### config.mk
export PLATFORM = sky130hd
export DESIGN_NAME = tld_zxuno
export DESIGN_NICKNAME = d
export VERILOG_FILES = /design/src/logic/zxuno_pkg.sv /design/src/logic/spi_bus_if.sv /design/src/logic/input_sync.sv /design/src/logic/sigma_delta_dac.sv /design/src/logic/spi_byte_shifter.sv /design/src/logic/io_port_ctrl.sv /design/src/logic/tld_zxuno.sv
export SDC_FILE = /design/constraint.sdc
export NUM_CORES = 1
export LEC_CHECK = 0
export ABC_AREA = 1
export BUFFER_PORTS_ARGS = -buffer_cell sky130_fd_sc_hd__buf_2
export CORE_AREA = 2 2 81 83
export CTS_BUF_LIST = sky130_fd_sc_hd__clkbuf_8
export CTS_CLUSTER_SIZE = 10
export DETAILED_ROUTE_END_ITERATION = 12
export DIE_AREA = 0 0 83 85
export PLACE_DENSITY_LB_ADDON = 0.3
export SYNTH_ARGS = -nofsm -noshare
export SYNTH_HDL_FRONTEND = slang
export SYNTH_HIERARCHICAL = 1
export SYNTH_SLANG_ARGS = --single-unit
### constraint.sdc
create_clock -name clk -period 1.8 [get_ports clk]
set_input_delay 0.27 -clock clk [delete_from_list [all_inputs] [get_ports clk]]
set_output_delay 0.27 -clock clk [all_outputs]
set_load 0.02 [all_outputs]
### src/logic/zxuno_pkg.sv
package zxuno_pkg;

   ////////////////////
   // I/O port map
   ////////////////////
   // Low address byte of each native port
   localparam logic [7:0] port_spi_data = 8'hEB;  // Shared by flash and SD
   localparam logic [7:0] port_spi_cs   = 8'hE7;  // Chip selects
   localparam logic [7:0] port_kempston = 8'h1F;  // Joystick
   localparam logic [7:0] port_ula      = 8'hFE;  // Speaker and mic out plus ear in

   // Bit positions in the port bytes
   localparam int cs_flash_bit = 0;  // Flash select in 0xE7
   localparam int cs_sd_bit    = 1;  // SD select in 0xE7
   localparam int ula_mic_bit  = 3;  // Mic in 0xFE writes
   localparam int ula_spk_bit  = 4;  // Speaker in 0xFE writes
   localparam int ula_ear_bit  = 6;  // Ear in 0xFE reads

   // Read values
   localparam logic [7:0] bus_float     = 8'hFF;  // Nobody drives the bus
   localparam logic [7:0] ula_read_base = 8'hBF;  // 0xFE read with the ear bit cleared

   ////////////////////
   // Audio mixing
   ////////////////////
   // Pulse density weights for the DAC
   localparam logic [7:0] lvl_speaker = 8'h80;
   localparam logic [7:0] lvl_mic     = 8'h20;
   localparam logic [7:0] lvl_ear     = 8'h18;
   // All three together give 0xB8 so the sum never wraps

   ////////////////////
   // SPI
   ////////////////////
   localparam int         spi_bits      = 8;                // Bits per transfer
   localparam int         spi_cnt_w     = $clog2(spi_bits); // Bit counter width
   localparam logic [7:0] spi_idle_byte = 8'hFF;            // Sent when a read launches

   // Kempston joystick as read on port 0x1F
   // Field order gives fire in bit 4 down to right in bit 0
   typedef struct packed {
      logic fire;
      logic up;
      logic down;
      logic left;
      logic right;
   } kempston_t;

endpackage

### src/logic/spi_bus_if.sv
`timescale 1ns/1ps

// Link between the port controller and the SPI byte shifter
interface spi_bus_if;
   logic       start;    // One-cycle request
   logic [7:0] tx_byte;  // Byte to send, sampled with start
   logic [7:0] rx_byte;  // Last byte received
   logic       busy;     // Start seen until done
   logic       done;     // One-cycle pulse, rx_byte valid

   modport ctrl (
      output start,
      output tx_byte,
      input  rx_byte,
      input  busy,
      input  done
   );

   modport shifter (
      input  start,
      input  tx_byte,
      output rx_byte,
      output busy,
      output done
   );
endinterface

### src/logic/input_sync.sv
`timescale 1ns/1ps

// Two-flop synchronizer for slow board inputs
// Works for single bits and packed structs alike
module input_sync #(
   parameter type T = logic
) (
   input  logic clk,
   input  logic rst_n,
   input  T     async_in,
   output T     sync_out
);

   T meta;   // First stage, may go metastable

   always_ff @(posedge clk or negedge rst_n) begin
      if (!rst_n) begin
         meta     <= '0;
         sync_out <= '0;
      end else begin
         meta     <= async_in;
         sync_out <= meta;     // Two cycles of latency
      end
   end

endmodule

### src/logic/sigma_delta_dac.sv
`timescale 1ns/1ps

// First order sigma-delta modulator
// One bit out per clock, density of ones is level/256
module sigma_delta_dac (
   input  logic       clk,
   input  logic       rst_n,
   input  logic [7:0] level,
   output logic       audio
);

   // Low 8 bits hold the error
   // Bit 8 is the carry of the last add
   logic [8:0] acc;
   logic [8:0] acc_next;

   ////////////////////
   // Accumulator
   ////////////////////
   // Error plus input, the old carry is dropped
   assign acc_next = {1'b0, acc[7:0]} + {1'b0, level};

   always_ff @(posedge clk or negedge rst_n) begin
      if (!rst_n)
         acc <= '0;
      else
         acc <= acc_next;   // Update every cycle
   end

   // Carry out is the stream
   // For a steady level the error returns to its start after 256 adds
   // so each 256-cycle window holds exactly level ones
   assign audio = acc[8];

   // Level 0 never carries and gives a flat low line
   // Level 0xFF misses one pulse in 256

endmodule

### src/logic/spi_byte_shifter.sv
`timescale 1ns/1ps

// Mode 0 SPI master, MSB first, SCLK at half the system clock
module spi_byte_shifter (
   input  logic       clk,
   input  logic       rst_n,
   spi_bus_if.shifter spi,
   output logic       sclk,
   output logic       mosi,
   input  logic       miso
);
   import zxuno_pkg::*;

   logic [spi_bits-1:0]  shreg;     // Out on top, in at the bottom
   logic [spi_cnt_w-1:0] bit_cnt;
   logic                 miso_q;    // Bit caught on the rising SCLK
   logic                 last_bit;

   assign last_bit = (bit_cnt == spi_cnt_w'(spi_bits - 1));

   // Line idles high between transfers
   assign mosi = spi.busy ? shreg[spi_bits-1] : 1'b1;

   ////////////////////
   // Sequencing
   ////////////////////
   // Start seen: load and wait one cycle for MOSI to settle
   // Then SCLK rises and falls on alternate cycles, 8 times
   always_ff @(posedge clk or negedge rst_n) begin
      if (!rst_n) begin
         spi.busy <= 1'b0;
         spi.done <= 1'b0;
         sclk     <= 1'b0;
         bit_cnt  <= '0;
      end else begin
         spi.done <= 1'b0;             // Pulse
         if (!spi.busy) begin
            if (spi.start) begin
               spi.busy <= 1'b1;
               bit_cnt  <= '0;
            end
         end else if (!sclk) begin
            sclk <= 1'b1;              // Rising edge, both sides sample
         end else begin
            sclk    <= 1'b0;           // Falling edge, both sides shift
            bit_cnt <= bit_cnt + 1'b1;
            if (last_bit) begin
               spi.busy <= 1'b0;
               spi.done <= 1'b1;      // 17 cycles after start
            end
         end
      end
   end

   ////////////////////
   // Data path
   ////////////////////
   always_ff @(posedge clk) begin
      if (!spi.busy && spi.start) begin
         shreg <= spi.tx_byte;
      end else if (spi.busy && !sclk) begin
         miso_q <= miso;               // Slave set it on the last falling edge
      end else if (spi.busy && sclk) begin
         shreg <= {shreg[spi_bits-2:0], miso_q};
         if (last_bit)
            spi.rx_byte <= {shreg[spi_bits-2:0], miso_q};  // Held until next done
      end
   end

endmodule

### src/logic/io_port_ctrl.sv
`timescale 1ns/1ps

module io_port_ctrl (
   input  logic                 clk,
   input  logic                 rst_n,
   input  logic [7:0]           addr,
   input  logic [7:0]           din,
   input  logic                 iorq_wr,
   input  logic                 iorq_rd,
   output logic [7:0]           dout,
   spi_bus_if.ctrl              spi,
   input  logic                 ear,        // Already synchronized
   input  zxuno_pkg::kempston_t joy,        // Already synchronized
   output logic                 flash_cs_n,
   output logic                 sd_cs_n,
   output logic                 testled,
   output logic [7:0]           level
);
   import zxuno_pkg::*;

   logic       sel_spi_data;
   logic       sel_spi_cs;
   logic       sel_kempston;
   logic       sel_ula;
   logic [1:0] cs_reg;      // Active low selects
   logic       spk_reg;
   logic       mic_reg;
   logic       xfer_pend;   // Start sent and done not back yet
   logic       can_start;
   logic       spi_launch;
   logic [7:0] rd_mux;

   // Port decode on the low address byte
   assign sel_spi_data = (addr == port_spi_data);
   assign sel_spi_cs   = (addr == port_spi_cs);
   assign sel_kempston = (addr == port_kempston);
   assign sel_ula      = (addr == port_ula);

   ////////////////////
   // Port registers
   ////////////////////
   always_ff @(posedge clk or negedge rst_n) begin
      if (!rst_n) begin
         cs_reg  <= 2'b11;  // Both devices released
         spk_reg <= 1'b0;
         mic_reg <= 1'b0;
      end else if (iorq_wr) begin
         if (sel_spi_cs) begin
            // Flash wins if software selects both
            cs_reg[0] <= din[cs_flash_bit];
            cs_reg[1] <= din[cs_sd_bit] | ~din[cs_flash_bit];
         end
         if (sel_ula) begin
            spk_reg <= din[ula_spk_bit];
            mic_reg <= din[ula_mic_bit];
         end
      end
   end

   assign flash_cs_n = cs_reg[0];
   assign sd_cs_n    = cs_reg[1];
   assign testled    = ~flash_cs_n | ~sd_cs_n;  // Lit while any SPI device is selected

   ////////////////////
   // SPI requests
   ////////////////////
   // Shifter drops busy in the same cycle that done is high
   assign can_start  = ~spi.busy & (~xfer_pend | spi.done);
   // Any access to 0xEB launches a byte
   assign spi_launch = can_start & sel_spi_data & (iorq_wr | iorq_rd);

   always_ff @(posedge clk or negedge rst_n) begin
      if (!rst_n) begin
         spi.start <= 1'b0;
         xfer_pend <= 1'b0;
      end else begin
         spi.start <= spi_launch;       // Seen by the shifter one cycle later
         if (spi_launch)
            xfer_pend <= 1'b1;
         else if (spi.done)
            xfer_pend <= 1'b0;
      end
   end

   always_ff @(posedge clk) begin
      if (spi_launch)
         spi.tx_byte <= iorq_wr ? din : spi_idle_byte;  // Reads clock out 0xFF
   end

   ////////////////////
   // Read data
   ////////////////////
   always_comb begin
      rd_mux = bus_float;
      if (sel_spi_data) begin
         rd_mux = spi.rx_byte;        // Byte from the previous transfer
      end else if (sel_kempston) begin
         rd_mux = {3'b000, joy};
      end else if (sel_ula) begin
         rd_mux              = ula_read_base;
         rd_mux[ula_ear_bit] = ear;
      end
   end

   // Holds until the next read
   always_ff @(posedge clk) begin
      if (iorq_rd)
         dout <= rd_mux;
   end

   // Audio mix for the DAC
   assign level = (spk_reg ? lvl_speaker : 8'h00)
                + (mic_reg ? lvl_mic : 8'h00)
                + (ear ? lvl_ear : 8'h00);

endmodule

### src/logic/tld_zxuno.sv
`timescale 1ns/1ps

module tld_zxuno (
   // System clock and CPU side I/O bus
   input  logic       clk,
   input  logic       rst_n,
   input  logic [7:0] addr,
   input  logic [7:0] din,
   input  logic       iorq_wr,
   input  logic       iorq_rd,
   output logic [7:0] dout,

   // Tape in and joystick
   input  logic       ear,              // Inverted by the board transistor
   input  logic       joyup,
   input  logic       joydown,
   input  logic       joyleft,
   input  logic       joyright,
   input  logic       joyfire,

   output logic       audio_out_left,
   output logic       audio_out_right,
   output logic       testled,          // SPI activity

   output logic       flash_cs_n,
   output logic       flash_clk,
   output logic       flash_mosi,
   input  logic       flash_miso,

   output logic       sd_cs_n,
   output logic       sd_clk,
   output logic       sd_mosi,
   input  logic       sd_miso
);
   import zxuno_pkg::*;

   spi_bus_if spi_bus ();

   logic       ear_sync;
   kempston_t  joy_raw;
   kempston_t  joy_sync;
   logic [7:0] level;
   logic       audio_out;
   logic       spi_clk;
   logic       spi_mosi;
   logic       spi_miso;

   ////////////////////
   // Board inputs
   ////////////////////
   assign joy_raw = '{fire: joyfire, up: joyup, down: joydown,
                      left: joyleft, right: joyright};

   input_sync #(.T(logic)) ear_sync_i (
      .clk      (clk),
      .rst_n    (rst_n),
      .async_in (~ear),          // Undo the transistor
      .sync_out (ear_sync)
   );

   input_sync #(.T(kempston_t)) joy_sync_i (
      .clk      (clk),
      .rst_n    (rst_n),
      .async_in (joy_raw),
      .sync_out (joy_sync)
   );

   ////////////////////
   // Ports and SPI
   ////////////////////
   io_port_ctrl port_ctrl (
      .clk        (clk),
      .rst_n      (rst_n),
      .addr       (addr),
      .din        (din),
      .iorq_wr    (iorq_wr),
      .iorq_rd    (iorq_rd),
      .dout       (dout),
      .spi        (spi_bus.ctrl),
      .ear        (ear_sync),
      .joy        (joy_sync),
      .flash_cs_n (flash_cs_n),
      .sd_cs_n    (sd_cs_n),
      .testled    (testled),
      .level      (level)
   );

   spi_byte_shifter spi_shifter (
      .clk   (clk),
      .rst_n (rst_n),
      .spi   (spi_bus.shifter),
      .sclk  (spi_clk),
      .mosi  (spi_mosi),
      .miso  (spi_miso)
   );

   // One SPI bus for both devices
   assign flash_clk  = spi_clk;
   assign sd_clk     = spi_clk;
   assign flash_mosi = spi_mosi;
   assign sd_mosi    = spi_mosi;
   assign spi_miso   = flash_cs_n ? sd_miso : flash_miso;  // Flash when selected

   ////////////////////
   // Audio
   ////////////////////
   sigma_delta_dac audio_dac (
      .clk   (clk),
      .rst_n (rst_n),
      .level (level),
      .audio (audio_out)
   );

   assign audio_out_left  = audio_out;   // Mono on both channels
   assign audio_out_right = audio_out;

endmodule

==> metrics.md <==
| Metric | Value |
|---|---|
| Drt total wl | 4915 µm |
| Die Wd | 83 µm |
| Final Hold Fails | 0 |
| CTS tree | done |
| Setup crit start kind | flip-flop |
| FILL cells | 580 |
| Flops & latches, synth | 66 |
| Placed insts | between 400 and 500 |
| # diodes | 0 |
| Sequential share of the synthesized area | 60.36% |
| Crit path time final | roughly 1.7 ns |
| Num CTS Buffers | 9 |
| Mapped Cells | 294 |
| Die Area | ~7100 µm² |
| Final Setup Violations | 0 |
| # IOs | 45 |
| Wire per inst | 11.65 µm |
| GRT Residual Overflow | 0 |
| Crit path DAT | 1.41 ns |
| Post-route insts no fill | 422 |
| Clock skew | 0.007378 ns |
| Clk sinks | 66 |
| Largest net degree at the start of global routing | 34 |
| Max Cap Viol | 0 |
| Initial core utilization | between 40% and 50% |
| Req. time, crit path | 1.53 ns |
| Top cell type's share of synthesized area | 32.88% |
| Total GRT Usage | between 15 and 20% |
| Final ANT Viol Nets | 0 |
| Hold Path Class | input pin to flip-flop |
| Top cells by area in the synthesized netlist | edfxtp_1, dfrtp_1, nand2_1 |
| Max reg flops | 9 |
| Reg power frac | 49.5% |
| RSZ-0062 raised after global routing | no |
| Avg Synthesized Cell Area | 10.25 µm² |
| Period Utilization, post-route | around 93% |
| Num rows | 29 |
| Port bufs | 44 |
| Initial DRC Count | 74 |
| Pint | 2.553 mW |
| Clk pwr share | 28.7% |
| Main synth FF type | edfxtp_1 |
| Hpwl dp | approximately 3600 µm |
| Unique cell type count in the Yosys netlist | 29 |
| Hold WS | 0.03907 ns |
| Vias in the first global route | 1874 |
| CP max FO | 13 |
| Post-synth EDFFs | 33 |
| Pre-antenna DRT Iters | 4 |
| Placed instance area | 3239 µm² |
| Switching Power | 0.9974 mW |
| P_leak | 1.677 nW |
| Logic pwr share | between 20% and 30% |
| Clk pin slew, worst setup/hold paths | 0.06 ns |
| GPL Wtd Cong | approximately 0.77 |
| Root Buffer | clkbuf_8 |
| DIE HEIGHT | 85 µm |
| CP endpoint kind | output port |
| Total power | 3.551 mW |
| Initial antenna violation count | 0 |
| Commonest cells post-synth | nand2_1, inv_1, edfxtp_1, dfrtp_1 |
| Latest clock arrival within the worst-skew pair | about 0.34 ns |
| Switching Share | 28.09% |
| Total negative setup slack | 0 ns |
| Peak supply drop | 0.6391 mV |
| Multi-input gate area | 942.2 µm² |
| DRC viols | 0 |
| First-pass GRT wire length | 8569 µm |
| Slew Limit Fails | 0 |
| Vias per cell | 4.564 |
| Worst-margin pin slew | 0.5858 ns |
| H-tree levels | 3 |
| Dominant cell type by area after synthesis | edfxtp_1 |
| Sequential Area | 1819 µm² |
| Ys async rst share | 50.00% |
| Post-CTS resize count | 0 |
| F_max | 595.3 MHz |
| Synth warnings | 6 |
| CORE AREA | 6205 µm² |
| P per Cell Area | 1041 nW/µm² |
| Status | finished, final reports clean |
| Clock Tree Buf Depth | 2 |
| Cell with the most instances after synthesis | nand2_1 |
| Synthesis-to-finish area growth | 13.16% |
| Final instance area | 3411 µm² |
| Slew headroom | 60.80% |
| Fraction of final layout cells sized beyond drive strength 1 | 24.35% |
| Register with the most flip-flops | audio_dac/acc |
| CP Class | flip-flop to output port |
| Layout Nets | around 380 |
| DR vias | between 1500 and 2000 |
| Synthesized cell area | approximately 3000 µm² |
-- what timing repair did --
| item | 4_1_cts | 5_1_grt |
|---|---|---|
| buffers inserted | 0 | 0 |
| hold buffers | 1 | 0 |
| endpoints found under the hold margin | 31 | 0 |
-- layout make-up --
class	instances	area share, %
flip-flops and latches	66	53.34
clock inverters	6	0.6970
inverters	39	4.292
clock buffers	10	4.035
multi-input cells	177	27.62
repair buffers	47	7.190
well taps	77	2.825
-- metal layers --
| layer | track usage [%] | routed length (µm) | vias to the layer above |
|---|---|---|---|
| met3 | 5.837 | 262 | 9 |
| met2 | 24.63 | 2212 | 43 |
| met4 | 7.154 | 92 | 0 |
| met1 | 20.14 | 2348 | 867 |
| li1 | - | - | 1007 |
| met5 | 0 | 0 | - |
-- cells by family (layout without fill, tap and decap cells) --
kind of cell	after synthesis	count (layout)	synth area share (%)
AOI/OAI and AO/OA	6	6	0.9960
xor gates and xnor gates	4	4	1.163
adders and majority gates	11	11	4.815
buffers and inverters	54	102	8.758
DFF	66	66	60.36
other	1	4	0.1244
and+or+nand+nor	152	152	23.79
-- stage by stage --
step                      utilization (%)  setup slack [ns]
after floorplan                         -            0.3516
after global placement              52.21            0.2656
after detailed placement            52.21            0.2246
after CTS                           54.97            0.1049
after global routing                54.97           0.03707
final                               54.97            0.1202
-- layout by cell type, fill, tap and decap left out, types with 2 or more instances in the layout --
master,netlist,layout
a21oi_1,3,3
buf_2,1,44
buf_4,13,2
clkbuf_8,0,10
conb_1,1,4
dfrtp_1,31,31
dfstp_2,2,2
edfxtp_1,33,33
ha_1,10,10
inv_1,36,41
inv_2,2,2
nand2_1,86,86
nand2_2,9,9
nand3_1,17,17
nand3_2,3,3
nand3b_1,4,4
nand4_1,5,5
nor2_1,17,17
nor2_2,5,5
o21ai_1,3,3
or2_4,2,2
xnor2_1,2,2
xor2_1,2,2
-- worst max-delay path: stages, from the launching register on --
cell,delay (ns)
dfrtp_1,0.45
inv_2,0.15
or2_2,0.31
buf_2,0.16
-- power by group through the flow --
stage	Clock, mW	Combinational (mW)	Sequential, mW
after floorplan	0	0.611	1.80
after global placement	0	0.753	1.79
after detailed placement	0	0.769	1.79
after CTS	1.06	0.771	1.76
after global routing	1.13	0.894	1.77
final	1.02	0.772	1.76
-- final timing paths --
kind / slack [ns] / start / endpoint / cells past startpoint
hold / removal: 0.04 / joydown / joy_sync_i/meta[2] / 1
hold reg to reg: 0.35 / joy_sync_i/meta[4] / joy_sync_i/sync_out[4] / 0
setup / recovery: 0.12 / spi_shifter/spi.busy / flash_mosi / 3
max in group asynchronous: 0.97 / rst_n / port_ctrl/cs_reg[0] / 3
min in group asynchronous: 0.49 / rst_n / audio_dac/acc[0] / 3
setup reg to reg: 0.21 / spi_shifter/bit_cnt[0] / spi_shifter/spi.rx_byte[3] / 4
(Power assumes the default switching activity.)
